--- config.mk ---
export PLATFORM = sky130hd
export DESIGN_NAME = histogram_top
export DESIGN_NICKNAME = d
export VERILOG_FILES = /design/src/hist_pkg.sv /design/src/histogram_top.sv /design/src/hist_controller.sv /design/src/hist_update_pipe.sv /design/src/ram_tdp.sv
export SDC_FILE = /design/constraint.sdc
export NUM_CORES = 1
export LEC_CHECK = 0
export ABC_AREA = 1
export BUFFER_PORTS_ARGS = -buffer_cell sky130_fd_sc_hd__buf_2
export CAP_MARGIN = 30
export CELL_PAD_IN_SITES_DETAIL_PLACEMENT = 0
export CELL_PAD_IN_SITES_GLOBAL_PLACEMENT = 2
export CORE_MARGIN = 5
export CORE_UTILIZATION = 34
export CTS_CLUSTER_SIZE = 12
export DETAILED_ROUTE_END_ITERATION = 8
export PLACE_DENSITY = 0.66
export SLEW_MARGIN = 20
export SYNTH_ARGS = -nofsm -noshare
export SYNTH_HDL_FRONTEND = slang
export SYNTH_SLANG_ARGS = --single-unit
--- constraint.sdc ---
create_clock -name clk -period 6.56 [get_ports clk]
set_input_delay 0.984 -clock clk [delete_from_list [all_inputs] [get_ports clk]]
set_output_delay 0.984 -clock clk [all_outputs]
set_load 0.01 [all_outputs]
--- src/hist_pkg.sv ---
////////////////////////////////////////
// Histogram shared definitions
////////////////////////////////////////

package hist_pkg;

  // Bin number width, 64 bins in total
  localparam int BIN_ADDR_WIDTH = 6;
  localparam int NUM_BINS = 2 ** BIN_ADDR_WIDTH;

  // Counter width and the saturation value
  localparam int COUNT_WIDTH = 8;
  localparam logic [COUNT_WIDTH-1:0] COUNT_MAX = '1;

  // Host commands, anything but CMD_NONE is a one-cycle request
  typedef enum logic [1:0] {
    CMD_NONE  = 2'd0,
    CMD_CLEAR = 2'd1,
    CMD_READ  = 2'd2
  } hist_cmd_t;

  // Controller states
  typedef enum logic [1:0] {
    ST_CLEAR        = 2'd0,
    ST_IDLE         = 2'd1,
    ST_READ_PENDING = 2'd2
  } hist_state_t;

endpackage
--- src/histogram_top.sv ---
`timescale 1ns/1ns

module histogram_top (
  input  logic                               clk,
  input  logic                               reset,

  // Samples
  input  logic                               sample_valid,
  input  logic [hist_pkg::BIN_ADDR_WIDTH-1:0] sample_bin,

  // Host
  input  hist_pkg::hist_cmd_t                cmd,
  input  logic [hist_pkg::BIN_ADDR_WIDTH-1:0] cmd_bin,
  output logic                               busy,
  output logic                               read_valid,
  output logic [hist_pkg::COUNT_WIDTH-1:0]    read_count
);

  // Controller to pipeline
  logic                               accept_valid;
  logic [hist_pkg::BIN_ADDR_WIDTH-1:0] accept_bin;

  // Pipeline requests
  logic                               rd_en;
  logic [hist_pkg::BIN_ADDR_WIDTH-1:0] rd_bin;
  logic                               wr_en;
  logic [hist_pkg::BIN_ADDR_WIDTH-1:0] wr_bin;
  logic [hist_pkg::COUNT_WIDTH-1:0]    wr_count;

  // RAM ports
  logic                               ram_a_enable;
  logic [hist_pkg::BIN_ADDR_WIDTH-1:0] ram_a_address;
  logic [hist_pkg::COUNT_WIDTH-1:0]    ram_a_data_egr;
  logic                               ram_b_enable;
  logic                               ram_b_write_enable;
  logic [hist_pkg::BIN_ADDR_WIDTH-1:0] ram_b_address;
  logic [hist_pkg::COUNT_WIDTH-1:0]    ram_b_data_ing;

  hist_controller i_hist_controller (
    .clk                (clk),
    .reset              (reset),
    .sample_valid       (sample_valid),
    .sample_bin         (sample_bin),
    .cmd                (cmd),
    .cmd_bin            (cmd_bin),
    .busy               (busy),
    .read_valid         (read_valid),
    .read_count         (read_count),
    .accept_valid       (accept_valid),
    .accept_bin         (accept_bin),
    .rd_en              (rd_en),
    .rd_bin             (rd_bin),
    .wr_en              (wr_en),
    .wr_bin             (wr_bin),
    .wr_count           (wr_count),
    .ram_a_enable       (ram_a_enable),
    .ram_a_address      (ram_a_address),
    .ram_a_data_egr     (ram_a_data_egr),
    .ram_b_enable       (ram_b_enable),
    .ram_b_write_enable (ram_b_write_enable),
    .ram_b_address      (ram_b_address),
    .ram_b_data_ing     (ram_b_data_ing)
  );

  hist_update_pipe i_hist_update_pipe (
    .clk          (clk),
    .reset        (reset),
    .accept_valid (accept_valid),
    .accept_bin   (accept_bin),
    .rd_en        (rd_en),
    .rd_bin       (rd_bin),
    .rd_count     (ram_a_data_egr),
    .wr_en        (wr_en),
    .wr_bin       (wr_bin),
    .wr_count     (wr_count)
  );

  // Port A never writes, port B read data is not used
  ram_tdp #(
    .DATA_WIDTH (hist_pkg::COUNT_WIDTH),
    .ADDR_WIDTH (hist_pkg::BIN_ADDR_WIDTH)
  ) i_ram_tdp (
    .clk                 (clk),
    .port_a_enable       (ram_a_enable),
    .port_a_write_enable (1'b0),
    .port_a_address      (ram_a_address),
    .port_a_data_ing     ('0),
    .port_a_data_egr     (ram_a_data_egr),
    .port_b_enable       (ram_b_enable),
    .port_b_write_enable (ram_b_write_enable),
    .port_b_address      (ram_b_address),
    .port_b_data_ing     (ram_b_data_ing),
    .port_b_data_egr     ()
  );

endmodule

--- src/hist_controller.sv ---
`timescale 1ns/1ns

module hist_controller (
  input  logic                               clk,
  input  logic                               reset,

  // Sample input
  input  logic                               sample_valid,
  input  logic [hist_pkg::BIN_ADDR_WIDTH-1:0] sample_bin,

  // Host side
  input  hist_pkg::hist_cmd_t                cmd,
  input  logic [hist_pkg::BIN_ADDR_WIDTH-1:0] cmd_bin,
  output logic                               busy,
  output logic                               read_valid,
  output logic [hist_pkg::COUNT_WIDTH-1:0]    read_count,

  // Update pipeline
  output logic                               accept_valid,
  output logic [hist_pkg::BIN_ADDR_WIDTH-1:0] accept_bin,
  input  logic                               rd_en,
  input  logic [hist_pkg::BIN_ADDR_WIDTH-1:0] rd_bin,
  input  logic                               wr_en,
  input  logic [hist_pkg::BIN_ADDR_WIDTH-1:0] wr_bin,
  input  logic [hist_pkg::COUNT_WIDTH-1:0]    wr_count,

  // RAM port A, reads only
  output logic                               ram_a_enable,
  output logic [hist_pkg::BIN_ADDR_WIDTH-1:0] ram_a_address,
  input  logic [hist_pkg::COUNT_WIDTH-1:0]    ram_a_data_egr,

  // RAM port B, writes only
  output logic                               ram_b_enable,
  output logic                               ram_b_write_enable,
  output logic [hist_pkg::BIN_ADDR_WIDTH-1:0] ram_b_address,
  output logic [hist_pkg::COUNT_WIDTH-1:0]    ram_b_data_ing
);

  hist_pkg::hist_state_t state;

  // Sweep address during a clear
  logic [hist_pkg::BIN_ADDR_WIDTH-1:0] clear_addr;

  // Bin of a host read waiting for a free port A cycle
  logic [hist_pkg::BIN_ADDR_WIDTH-1:0] pend_bin;

  logic                               clearing;
  logic                               clear_req;
  logic                               host_read_issue;
  logic [hist_pkg::BIN_ADDR_WIDTH-1:0] host_read_bin;

  ////////////////////////////////////////
  // Gating and port A arbitration
  ////////////////////////////////////////

  assign clearing  = (state == hist_pkg::ST_CLEAR);
  assign clear_req = (cmd == hist_pkg::CMD_CLEAR);
  assign busy      = clearing;

  // Samples dropped while clearing or on the clear request itself
  assign accept_valid = sample_valid && !clearing && !clear_req;
  assign accept_bin   = sample_bin;

  // Host read only goes out in a cycle with no sample
  assign host_read_issue = !accept_valid && !clear_req &&
                           ((state == hist_pkg::ST_READ_PENDING) ||
                            (state == hist_pkg::ST_IDLE && cmd == hist_pkg::CMD_READ));
  assign host_read_bin   = (state == hist_pkg::ST_READ_PENDING) ? pend_bin : cmd_bin;

  // Pipeline read wins port A
  assign ram_a_enable  = rd_en || host_read_issue;
  assign ram_a_address = rd_en ? rd_bin : host_read_bin;

  ////////////////////////////////////////
  // Port B, sweep zeros or pipeline write
  ////////////////////////////////////////

  assign ram_b_enable       = clearing || wr_en;
  assign ram_b_write_enable = clearing || wr_en;
  assign ram_b_address      = clearing ? clear_addr : wr_bin;
  assign ram_b_data_ing     = clearing ? '0 : wr_count;

  // Read data comes straight from port A, qualified by read_valid
  assign read_count = ram_a_data_egr;

  ////////////////////////////////////////
  // State machine
  ////////////////////////////////////////
  always_ff @(posedge clk) begin
    if (reset) begin
      state      <= hist_pkg::ST_CLEAR;
      clear_addr <= '0;
      read_valid <= 1'b0;
    end else begin
      // Data shows up one cycle after the host read
      read_valid <= host_read_issue;

      if (clear_req) begin
        // Clear restarts from bin 0, any pending read is dropped
        state      <= hist_pkg::ST_CLEAR;
        clear_addr <= '0;
      end else begin
        case (state)
          hist_pkg::ST_CLEAR: begin
            clear_addr <= clear_addr + 1'b1;
            if (int'(clear_addr) == hist_pkg::NUM_BINS - 1) begin
              state <= hist_pkg::ST_IDLE;
            end
          end
          hist_pkg::ST_IDLE: begin
            // Port A taken by a sample, park the read
            if (cmd == hist_pkg::CMD_READ && accept_valid) begin
              state <= hist_pkg::ST_READ_PENDING;
            end
          end
          hist_pkg::ST_READ_PENDING: begin
            if (host_read_issue) begin
              state <= hist_pkg::ST_IDLE;
            end
          end
          default: begin
            state <= hist_pkg::ST_IDLE;
          end
        endcase
      end
    end
  end

  // Pending bin is captured only from idle
  always_ff @(posedge clk) begin
    if (state == hist_pkg::ST_IDLE && cmd == hist_pkg::CMD_READ) begin
      pend_bin <= cmd_bin;
    end
  end

endmodule

--- src/hist_update_pipe.sv ---
`timescale 1ns/1ns

module hist_update_pipe (
  input  logic                               clk,
  input  logic                               reset,

  // Accepted sample from the controller
  input  logic                               accept_valid,
  input  logic [hist_pkg::BIN_ADDR_WIDTH-1:0] accept_bin,

  // Read request, port A
  output logic                               rd_en,
  output logic [hist_pkg::BIN_ADDR_WIDTH-1:0] rd_bin,
  input  logic [hist_pkg::COUNT_WIDTH-1:0]    rd_count,

  // Write request, port B
  output logic                               wr_en,
  output logic [hist_pkg::BIN_ADDR_WIDTH-1:0] wr_bin,
  output logic [hist_pkg::COUNT_WIDTH-1:0]    wr_count
);

  // Stage one, sample waiting for its read data
  logic                               s1_valid;
  logic [hist_pkg::BIN_ADDR_WIDTH-1:0] s1_bin;

  // Previous cycle's write, kept for forwarding
  logic                               last_wr_valid;
  logic [hist_pkg::BIN_ADDR_WIDTH-1:0] last_wr_bin;
  logic [hist_pkg::COUNT_WIDTH-1:0]    last_wr_count;

  // Stage two selection
  logic                               fwd_hit;
  logic [hist_pkg::COUNT_WIDTH-1:0]    base_count;

  ////////////////////////////////////////
  // Stage one
  ////////////////////////////////////////

  // Read is issued in the same cycle as the sample
  assign rd_en  = accept_valid;
  assign rd_bin = accept_bin;

  always_ff @(posedge clk) begin
    if (reset) begin
      s1_valid <= 1'b0;
    end else begin
      s1_valid <= accept_valid;
    end
    s1_bin <= accept_bin;
  end

  ////////////////////////////////////////
  // Stage two
  ////////////////////////////////////////

  // RAM returned the old word if the previous sample hit the same bin
  assign fwd_hit    = last_wr_valid && (last_wr_bin == s1_bin);
  assign base_count = fwd_hit ? last_wr_count : rd_count;

  // Increment, holding at full scale
  assign wr_en    = s1_valid;
  assign wr_bin   = s1_bin;
  assign wr_count = (base_count == hist_pkg::COUNT_MAX) ? base_count
                                                        : base_count + 1'b1;

  // Forwarding register, only valid for one cycle after a write
  always_ff @(posedge clk) begin
    if (reset) begin
      last_wr_valid <= 1'b0;
    end else begin
      last_wr_valid <= wr_en;
    end
    last_wr_bin   <= wr_bin;
    last_wr_count <= wr_count;
  end

endmodule

--- src/ram_tdp.sv ---
`timescale 1ns/1ns

module ram_tdp #(
  parameter int DATA_WIDTH = 8,
  parameter int ADDR_WIDTH = 6
) (
  input  logic                  clk,

  // Port A
  input  logic                  port_a_enable,
  input  logic                  port_a_write_enable,
  input  logic [ADDR_WIDTH-1:0] port_a_address,
  input  logic [DATA_WIDTH-1:0] port_a_data_ing,
  output logic [DATA_WIDTH-1:0] port_a_data_egr,

  // Port B
  input  logic                  port_b_enable,
  input  logic                  port_b_write_enable,
  input  logic [ADDR_WIDTH-1:0] port_b_address,
  input  logic [DATA_WIDTH-1:0] port_b_data_ing,
  output logic [DATA_WIDTH-1:0] port_b_data_egr
);

  // Storage array, no reset
  logic [DATA_WIDTH-1:0] ram [2**ADDR_WIDTH-1:0];

  // Both ports writing the same word in one cycle
  logic collision;

  assign collision = port_a_write_enable && port_b_write_enable &&
                     (port_a_address == port_b_address);

  ////////////////////////////////////////
  // Port A, read-first
  ////////////////////////////////////////
  always @(posedge clk) begin
    if (port_a_enable) begin
      // Old word comes out while the new one goes in
      port_a_data_egr <= ram[port_a_address];
      if (port_a_write_enable) begin
        ram[port_a_address] <= port_a_data_ing;
      end
      // Undefined result on a write-write collision
      if (collision) begin
        port_a_data_egr <= {DATA_WIDTH{1'bx}};
      end
    end
  end

  ////////////////////////////////////////
  // Port B, read-first
  ////////////////////////////////////////
  always @(posedge clk) begin
    if (port_b_enable) begin
      port_b_data_egr <= ram[port_b_address];
      if (port_b_write_enable) begin
        ram[port_b_address] <= port_b_data_ing;
      end
      if (collision) begin
        port_b_data_egr <= {DATA_WIDTH{1'bx}};
      end
    end
  end

endmodule

==> Word level (Yosys, flattened, before mapping) <==
Memory sizes are Yosys's and may differ from the RTL's. A register that Yosys moved wholly into a read port is not among the register bits.
Index checks and enable logic that the tools add are counted.
{ "totals": {"rom_bits": 0, "ram_bits": 512, "out_inout_bits": 10, "word_cells": 50, "reg_bits": 37, "latch_bits": 0, "n_memories": 1} }
{ "memory_table": {"columns": ["memory", "depth", "width", "read_ports", "rd_clocked_by_memory_dff", "write_ports", "line", "text"], "rows": [
  ["i_ram_tdp.ram", 64, 8, 1, 1, 1, "ram_tdp.sv:25", "logic [DATA_WIDTH-1:0] ram [2**ADDR_WIDTH-1:0];"]
]} }
{ "classes": {"eq_ne": 10, "bitwise_logic": 0, "muxes": 12, "n_reduce_logical": 16, "mul": 0, "div": 0, "n_lt_le_gt_ge": 0, "add_sub_neg": 2, "shift": 0} }
{ "op_table": {"columns": ["op", "count"], "rows": [
  ["$mux W8", 3],
  ["$mux W6", 3],
  ["$add A8 B1 Y8 const B", 1],
  ["$eq A8 B8 Y1 const B", 1],
  ["$logic_and A1 B1 Y1", 7],
  ["$add A6 B1 Y6 const B", 1],
  ["$eq A6 B1 Y1 const B", 1],
  ["$eq A6 B6 Y1", 1],
  ["$mux W2", 3],
  ["$pmux W2 S3", 1],
  ["$eq A2 B1 Y1 const B", 2],
  ["$eq A2 B2 Y1 const B", 2],
  ["$ne A2 B2 Y1 const B", 2],
  ["$logic_not A1 Y1", 3],
  ["$logic_or A1 B1 Y1", 3],
  ["$reduce_and A3 Y1", 1],
  ["$logic_not A2 Y1", 1],
  ["$mux W1", 2],
  ["$ne A2 B1 Y1 const B", 1],
  ["$reduce_or A2 Y1", 1]
]} }

==> Longest topological paths before layout <==
Gate-level depths: netlist of run 1.
{ "logic_depth": {"word_depth": 9, "mapped_depth": 15} }

==> Cells and area by module <==
From an unflattened synthesis of run 1, not the netlist that was laid out.
{ "hier_totals": {"cells_unflattened": 5311, "hier_area_um2": 35954.5} }
{ "modules_own_cells": {"columns": ["mod", "cells_per_inst", "n_inst", "area_per_inst_um2"], "rows": [
  ["ram_tdp", 5009, 1, 33776.1],
  ["hist_update_pipe", 150, 1, 1169.9],
  ["hist_controller", 151, 1, 1004.7],
  ["histogram_top", 1, 1, 3.8]
]} }

==> Worst setup path before layout of run 1 <==
OpenSTA, ideal clock, no wires.
{ "synth_path": {"path_kind": "reg-to-reg", "start": "register i_hist_update_pipe.s1_bin (netlist bit i_hist_update_pipe.wr_bin[1])", "end": "memory i_ram_tdp.ram[0][1] (data pin)", "path_buffers": 1, "arrival_time_ps": 3299, "setup_time_ps": 548, "stages_incl_launch_ff": 12, "path_slack_ps": 2713, "t_required_ps": 6012, "path_cell_list": "dfxtp_1 -> or2_2 -> nand3b_1 -> nor2_1 -> nand2_1 -> buf_4 -> nand2_1 -> o21ai_0 -> nand2_1 -> nor2_1 -> nand2_1 -> a21oi_1"} }
{ "synth_between": {"elab_chain_cells": 6, "elab_cells_between_ends": 7, "classes_between": "add/sub (1); eq/ne (2); mux (3); reduce/logical (1)"} }
{ "synth_lines": {"columns": ["item", "line", "text"], "rows": [
  ["start: declaration", "hist_update_pipe.sv:24", "logic [hist_pkg::BIN_ADDR_WIDTH-1:0] s1_bin;"],
  ["start signal: assignment", "hist_update_pipe.sv:49", "s1_bin <= accept_bin;"],
  ["$eq A6 B6 Y1 *", "hist_update_pipe.sv:57", "assign fwd_hit = last_wr_valid && (last_wr_bin == s1_bin);"],
  ["$logic_and A1 B1 Y1 *", "hist_update_pipe.sv:57", null],
  ["$mux W8 *", "hist_update_pipe.sv:58", "assign base_count = fwd_hit ? last_wr_count : rd_count;"],
  ["$add A8 B1 Y8 or $eq A8 B8 Y1 (tied branches)", "hist_update_pipe.sv:64, hist_update_pipe.sv:63", null],
  ["$mux W8 *", "hist_update_pipe.sv:63", "assign wr_count = (base_count == hist_pkg::COUNT_MAX) ? base_count"],
  ["$mux W8 *", "hist_controller.sv:81", "assign ram_b_data_ing = clearing ? '0 : wr_count;"],
  ["named net i_hist_controller.ram_b_data_ing (one bit)", "hist_controller.sv:36", "output logic [hist_pkg::COUNT_WIDTH-1:0] ram_b_data_ing"],
  ["end: declaration", "ram_tdp.sv:25", null]
]} }
The timed path passes the listed nets; every way through them passes the cells marked *.

==> Worst setup path in the final report of run 1 <==
{ "layout_path": {"start": "register i_hist_controller.state[1]", "end": "memory i_ram_tdp.ram[51][0], enable pin"} }
{ "layout_between": {"elab_chain_cells": 4, "elab_cells_between_ends": 5, "classes_between": "mux (3); reduce/logical (2)"} }
{ "layout_lines": {"columns": ["item", "line", "text"], "rows": [
  ["start: declaration", "hist_controller.sv:39", "hist_pkg::hist_state_t state;"],
  ["start signal: assignment", "hist_controller.sv:91", "state <= hist_pkg::ST_CLEAR;"],
  ["start signal: assignment", "hist_controller.sv:100", "state <= hist_pkg::ST_CLEAR;"],
  ["start signal: assignment", "hist_controller.sv:107", "state <= hist_pkg::ST_IDLE;"],
  ["$logic_not A2 Y1 *", "hist_controller.sv:56", "assign clearing = (state == hist_pkg::ST_CLEAR);"],
  ["$logic_or A1 B1 Y1", "hist_controller.sv:78, hist_controller.sv:79", null],
  ["$mux W1", "ram_tdp.sv:54", "if (port_b_enable) begin"],
  ["$mux W1 (not written as such)", "ram_tdp.sv:57", "ram[port_b_address] <= port_b_data_ing;"]
]} }
Every way passes the cells marked *; elsewhere a longest branch is shown, timed or not.

==> flow_metrics.env, run 1 <==
export IMPL_cts_htree_levels=3
export IMPL_die_y_um=280
export IMPL_fin_crit_ns=4.14
export IMPL_rr_worst_depth=6
export IMPL_worstHoldStart="i_hist_update_pipe.wr_bin[3]"
export IMPL_synth_most_common_cell="nand2_1"
export IMPL_slowest_delay_ns=1.03
export IMPL_root_buffer="clkbuf_16"
export IMPL_antennaDiodeCount=0
export IMPL_syn_instance_count=2465
export IMPL_layout_cells_non_filler=3497
export IMPL_syn_avg_cell_area_um2=10.0
export IMPL_required_ns=6.76
export IMPL_outcome="finished, final reports clean"
export IMPL_clk_pin_slew_ns=0.05
export IMPL_antenna_found_initial=0
export IMPL_synth_common_cells="575 x nand2_1, 526 x edfxtp_1, 512 x nand3_1, 491 x inv_1, 89 x nor2_1"
export IMPL_routed_via_density=4.76
export IMPL_overflow=0
export IMPL_r2r_end="i_ram_tdp.ram[51][0]"
export IMPL_grt_setup_unrepaired="no"
export IMPL_syn_cell_area_mm2=0.0248
export IMPL_numCtsBuffers=66
export IMPL_tns_ns=0
export IMPL_async_flop_share_pct=0
export IMPL_worstMarginPinSlew_ns=1.04
export IMPL_initialDrtViolationCount=1343
export IMPL_place_hpwl_um=44700
export IMPL_layout_nets=2511
export IMPL_drive_above_1_share_pct=7.45
export IMPL_hold_viol=0
export IMPL_irDropWorstVdd_mv=0.186
export IMPL_final_max_slew_viol_count=0
export IMPL_hold_buffers=0
export IMPL_wl_um=73900
export IMPL_grt_max_degree=117
export IMPL_cp_cell_sequence="inv_2, nand2_2, nor2_1, a21oi_1, nand4_1, nor2_1"
export IMPL_start_util_pct=34.1
export IMPL_reg2reg_from="i_hist_controller.state[1]"
export IMPL_finalCritPeriodShare_pct=63.1
export IMPL_clock_path_buffers=3
export IMPL_die_w_um=280
export IMPL_core_mm2=0.0726
export IMPL_yosysTopAreaCell="edfxtp_1"
export IMPL_cts_resized=0
export IMPL_worst_setup_path_start_kind="flop"
export IMPL_synth_seq_cells=557
export IMPL_synth_edff_count=526
export IMPL_power_density_mw_per_mm2=275
export IMPL_crit_top_cell="nor2_1"
export IMPL_fin_worst_skew_ns=0.0256
export IMPL_ys_seq_area_share_pct=66.3
export IMPL_yosysWarnings=0
export IMPL_holdPathEnd="i_hist_update_pipe.last_wr_bin[3]"
export IMPL_synth_top_cell_area_share_pct=63.8
export IMPL_wire_per_inst_um=21.1
export IMPL_synth_top_cells_by_area="edfxtp_1 64%, nand3_1 10%, nand2_1 8.7%"
export IMPL_placed_cells=3381
export IMPL_hp_class="reg -> reg"
export IMPL_postRouteAntennaNets=0
export IMPL_clock_sink_count=557
export IMPL_leakagePower_nw=12.1
export IMPL_cp_end_kind="flop"
export IMPL_track_usage_pct=18.7
export IMPL_clkLatencyLatePin_ns=0.60
export IMPL_path_max_fanout=16
export IMPL_slew_headroom_pct=30.2
export IMPL_clock_fmax_mhz=242
export IMPL_die_area_mm2=0.0783
export IMPL_synth_cell_type_count=32
export IMPL_portBuffers=26
export IMPL_post_cts_setup_buffers=0
export IMPL_grt_pass1_wl_um=110000
export IMPL_ios=27
export IMPL_rows=99
export IMPL_worstPathArrival_ns=4.34
export IMPL_cap_violations=0
export IMPL_critical_path_class="reg -> reg"
export IMPL_finalSetupViolCount=0
export IMPL_reg2reg_slack_ns=2.42
export IMPL_grt_pass1_vias=16100
export IMPL_gp_congestion=0.810
export IMPL_vias=16700
export IMPL_crit_slowest_cell="nand4_1"
export IMPL_syn_to_final_growth_pct=13.6
export IMPL_holdWs_ns=0.352
export IMPL_final_core_util_pct=38.7
export IMPL_drt_pass1_iterations=5
export IMPL_ys_flop_type="edfxtp_1"
export IMPL_route_detailed_drc=0
export IMPL_cts_tree="done"
export IMPL_hold_depth=0
export IMPL_syn_num_nets=2483
-- layout by cell type, fill, tap and decap left out, types with 5 or more instances in the layout --
cell type and n:
nand2_1 572, edfxtp_1 526, nand3_1 512, inv_1 490
nor2_1 86, clkbuf_16 71, nand3b_1 41, buf_4 35
dfxtp_1 31, buf_2 27, clkbuf_1 20, o21ai_0 15
a21oi_1 13, nand4_1 11, clkinv_1 10, nor4_1 8
clkinv_2 7, or2_2 5, nor2_4 5, buf_12 5
-- critical path: cells and delay by family (launching register included) --
| family | cells | cell delay (ns) |
|---|---|---|
| buf+inv | 1 | 0.06 |
| compound gates | 1 | 0.70 |
| simple gates | 4 | 2.47 |
| flops | 1 | 0.50 |
-- kinds of logic after synthesis --
| kind of cell | after synthesis | share of synthesized area, % |
|---|---|---|
| xor+xnor | 1 | 0.0354 |
| compound gates | 44 | 1.01 |
| flops | 557 | 66.3 |
| buf+inv | 606 | 9.86 |
| fa+ha+maj | 1 | 0.0505 |
| simple gates | 1256 | 22.7 |
-- routing by layer --
metal | track usage (%) | vias up | part of all wire (%)
met5 | 0 | - | 0
met1 | 26.7 | 8133 | 46
li1 | - | 8099 | -
met3 | 2.75 | 94 | 4.2
met2 | 30.5 | 333 | 47
met4 | 4.31 | 0 | 2.0
-- registers in the layout (all words and copies together) (netlist names) --
signal	flops
i_ram_tdp.ram	512
i_hist_update_pipe.wr_en	1
i_hist_controller.read_valid	1
i_ram_tdp.port_a_data_egr	8
i_hist_update_pipe.last_wr_count	8
i_hist_controller.state	2
i_hist_update_pipe.last_wr_valid	1
i_hist_update_pipe.wr_bin	6
i_hist_controller.clear_addr	6
i_hist_controller.pend_bin	6
i_hist_update_pipe.last_wr_bin	6
-- area by class of cell --
class                           count  area [um2]
Clock buffer                       91        1850
Clock inverter                     22         179
Fill cell                        7258       44500
Inverter                          494        1850
Multi-Input combinational cell   1302        6020
Sequential cell                   557       16400
Tap cell                          959        1200
Timing Repair Buffer               72         603
-- where the power goes --
group / leakage (nW) / total, mW / internal (mW) / switching, mW
Sequential: 4.29 / 3.86 / 3.85 / 0.00591
Clock: 0.989 / 3.51 / 2.08 / 1.43
Combinational: 6.83 / 0.378 / 0.0967 / 0.281
Total: 12.1 / 7.74 / 6.03 / 1.71
-- stage by stage --
step | setup WS [ns] | power (mW) | area [um2]
finish | 2.42 | 7.74 | 28100
global route | 2.01 | 8.01 | 28100
CTS | 2.33 | 7.84 | 28100
detailed placement | 2.18 | 4.32 | 26000
global placement | 2.20 | 4.31 | 25900
floorplan | 2.71 | 4.17 | 24800
-- worst max path at each step --
stage	from	to	cells past startpoint
6_report	i_hist_controller.state[1]	i_ram_tdp.ram[51][0]	6
3_3_place_gp	cmd[1]	i_ram_tdp.port_a_data_egr[4]	14
3_5_place_dp	cmd[1]	i_ram_tdp.port_a_data_egr[1]	15
4_1_cts	i_hist_update_pipe.wr_bin[2]	i_ram_tdp.ram[42][4]	16
2_1_floorplan	i_hist_update_pipe.wr_bin[1]	i_ram_tdp.ram[0][1]	11
5_1_grt	i_hist_update_pipe.wr_bin[2]	i_ram_tdp.ram[50][2]	14
Note: power is estimated with default switching activity, not from simulation.
==> run 2, diff against run 1 <==
PLACE_DENSITY = 0.68   (was 0.66)
clock period = 3.7 ns   (was 6.56 ns; I/O delays follow)
==> run 2 against run 1 <==
Net effect:
- hold slack worse by 0.26 ns
- global-route usage down 0.75 points
- combinational power grew 84%
- clock skew decreased by 0.0038 ns
==> flow_metrics.env, run 2 (same netlist as run 1, synthesis figures left out) <==
export IMPL_cap_violations=0
export IMPL_layout_nets=2577
export IMPL_reg2reg_from="i_hist_controller.state[1]"
export IMPL_slew_headroom_pct=42.9
export IMPL_clock_fmax_mhz=308
export IMPL_postRouteAntennaNets=0
export IMPL_r2r_end="i_ram_tdp.ram[55][0]"
export IMPL_power_density_mw_per_mm2=479
export IMPL_grt_max_degree=65
export IMPL_final_common_cell="nand2_1"
export IMPL_cts_resized=0
export IMPL_root_buffer="clkbuf_16"
export IMPL_layout_cells_non_filler=3565
export IMPL_critical_path_class="reg -> reg"
export IMPL_start_util_pct=34.1
export IMPL_placed_cells=3449
export IMPL_core_mm2=0.0726
export IMPL_worstPathArrival_ns=3.45
export IMPL_route_detailed_drc=0
export IMPL_portBuffers=26
export IMPL_drive_above_1_share_pct=9.86
export IMPL_die_y_um=280
export IMPL_finalSetupViolCount=0
export IMPL_die_w_um=280
export IMPL_wl_um=70200
export IMPL_rr_worst_depth=7
export IMPL_grt_setup_unrepaired="no"
export IMPL_clock_path_buffers=3
export IMPL_overflow=0
export IMPL_routed_via_density=4.74
export IMPL_antenna_found_initial=0
export IMPL_path_buf_inv=2
export IMPL_antennaDiodeCount=0
export IMPL_hold_buffers=0
export IMPL_finalCritPeriodShare_pct=87.7
export IMPL_slowest_delay_ns=0.75
export IMPL_outcome="finished, final reports clean"
export IMPL_cp_cell_sequence="nor2_2, buf_4, o21ai_0, buf_4, nor2_1, nand2_1, nor2_1"
export IMPL_gp_congestion=0.832
export IMPL_clk_pin_slew_ns=0.06
export IMPL_most_common_layout_cells="572 x nand2_1, 526 x edfxtp_1, 512 x nand3_1"
export IMPL_largestRegisters="i_ram_tdp.ram x512, i_hist_update_pipe.last_wr_count x8, i_ram_tdp.port_a_data_egr x8"
export IMPL_cp_depth=7
export IMPL_cts_htree_levels=3
export IMPL_grt_pass1_vias=16300
export IMPL_numCtsBuffers=66
export IMPL_fin_crit_ns=3.24
export IMPL_hold_viol=0
export IMPL_reg2reg_slack_ns=0.46
export IMPL_path_max_fanout=11
export IMPL_fin_area_mm2=0.0288
export IMPL_top_register="i_ram_tdp.ram"
export IMPL_rows=99
export IMPL_crit_end="i_ram_tdp.ram[55][0]"
export IMPL_clock_sink_count=557
export IMPL_syn_to_final_growth_pct=16.3
export IMPL_crit_start="i_hist_controller.state[1]"
export IMPL_leakagePower_nw=12.5
export IMPL_grt_pass1_wl_um=107000
export IMPL_track_usage_pct=18.0
export IMPL_cts_tree="done"
export IMPL_initialDrtViolationCount=1304
export IMPL_wire_per_inst_um=19.7
export IMPL_post_cts_setup_buffers=0
export IMPL_final_max_slew_viol_count=0
export IMPL_required_ns=3.91
export IMPL_hp_class="in -> reg"
export IMPL_clkLatencyLatePin_ns=0.60
export IMPL_post_dp_cell_area_mm2=0.0267
export IMPL_critical_path_top_delay_family="simple AND/OR/NAND/NOR gates"
export IMPL_ios=27
export IMPL_drt_pass1_iterations=5
export IMPL_die_area_mm2=0.0783
export IMPL_vias=16900
export IMPL_fin_worst_skew_ns=0.0218
export IMPL_place_hpwl_um=43000
export IMPL_worst_setup_path_start_kind="flop"
export IMPL_irDropWorstVdd_mv=0.322
export IMPL_cp_end_kind="flop"
export IMPL_worstMarginPinSlew_ns=0.853
export IMPL_crit_slowest_cell="nor2_1"
export IMPL_largest_reg_flops=512
==> run 2: changes by cell type in the layout (fill, tap and decap cells not counted) <==
cell,before,now
clkinv_1,10,17
buf_6,2,0
bufinv_16,3,4
buf_4,35,91
clkinv_2,7,4
buf_16,3,0
clkinvlp_4,1,2
clkbuf_1,20,13
clkinv_8,0,3
buf_2,27,26
clkbuf_8,0,2
inv_6,1,2
clkbuf_16,71,68
buf_12,5,21
==> run 2: per-stage QoR <==
stage                     setup slack (ns)  TNS (ns)  power (mW)  util, %  hold slack, ns
after floorplan                     -0.147    -25.37        7.39        -           0.331
after global placement               0.463         0        7.68     36.8           0.341
after detailed placement             0.457         0        7.68     36.8           0.353
after CTS                            0.432         0        14.0     39.6          0.0592
after global routing                 0.168         0        14.3     39.7          0.0756
final                                0.455         0        13.8     39.7          0.0949
==> run 2: worst min path at each step <==
stage	from	end	slack [ns]	cells past startpoint
6_report	sample_bin[3]	i_hist_update_pipe.wr_bin[3]	0.09	1
5_1_grt	sample_bin[3]	i_hist_update_pipe.wr_bin[3]	0.08	1
4_1_cts	sample_bin[3]	i_hist_update_pipe.wr_bin[3]	0.06	1
3_5_place_dp	i_hist_update_pipe.wr_bin[0]	i_hist_update_pipe.last_wr_bin[0]	0.35	0
3_3_place_gp	i_hist_update_pipe.wr_bin[3]	i_hist_update_pipe.last_wr_bin[3]	0.34	0
2_1_floorplan	i_hist_update_pipe.wr_bin[0]	i_hist_update_pipe.last_wr_bin[0]	0.33	0
==> run 2: final cells by class <==
| cell class | instances | area [um2] |
|---|---|---|
| Tap cell | 959 | 1200 |
| Clock buffer | 83 | 1780 |
| Sequential cell | 557 | 16400 |
| Inverter | 494 | 1850 |
| Multi-Input combinational cell | 1302 | 6020 |
| Fill cell | 7171 | 43800 |
| Timing Repair Buffer | 138 | 1230 |
| Clock inverter | 32 | 285 |
==> run 2: layer usage <==
metal | up-vias | GRT usage, % | share of wire, %
met2 | 354 | 29.0 | 47
met4 | 0 | 4.30 | 2.0
met3 | 82 | 2.61 | 4.5
li1 | 8247 | - | -
met1 | 8210 | 25.8 | 47
met5 | - | 0 | 0
==> run 2: report_power, final <==
part	internal [mW]	leakage [nW]	switching [mW]
Combinational	0.205	7.21	0.491
Clock	3.68	0.997	2.56
Sequential	6.83	4.29	0.0111
Total	10.7	12.5	3.06
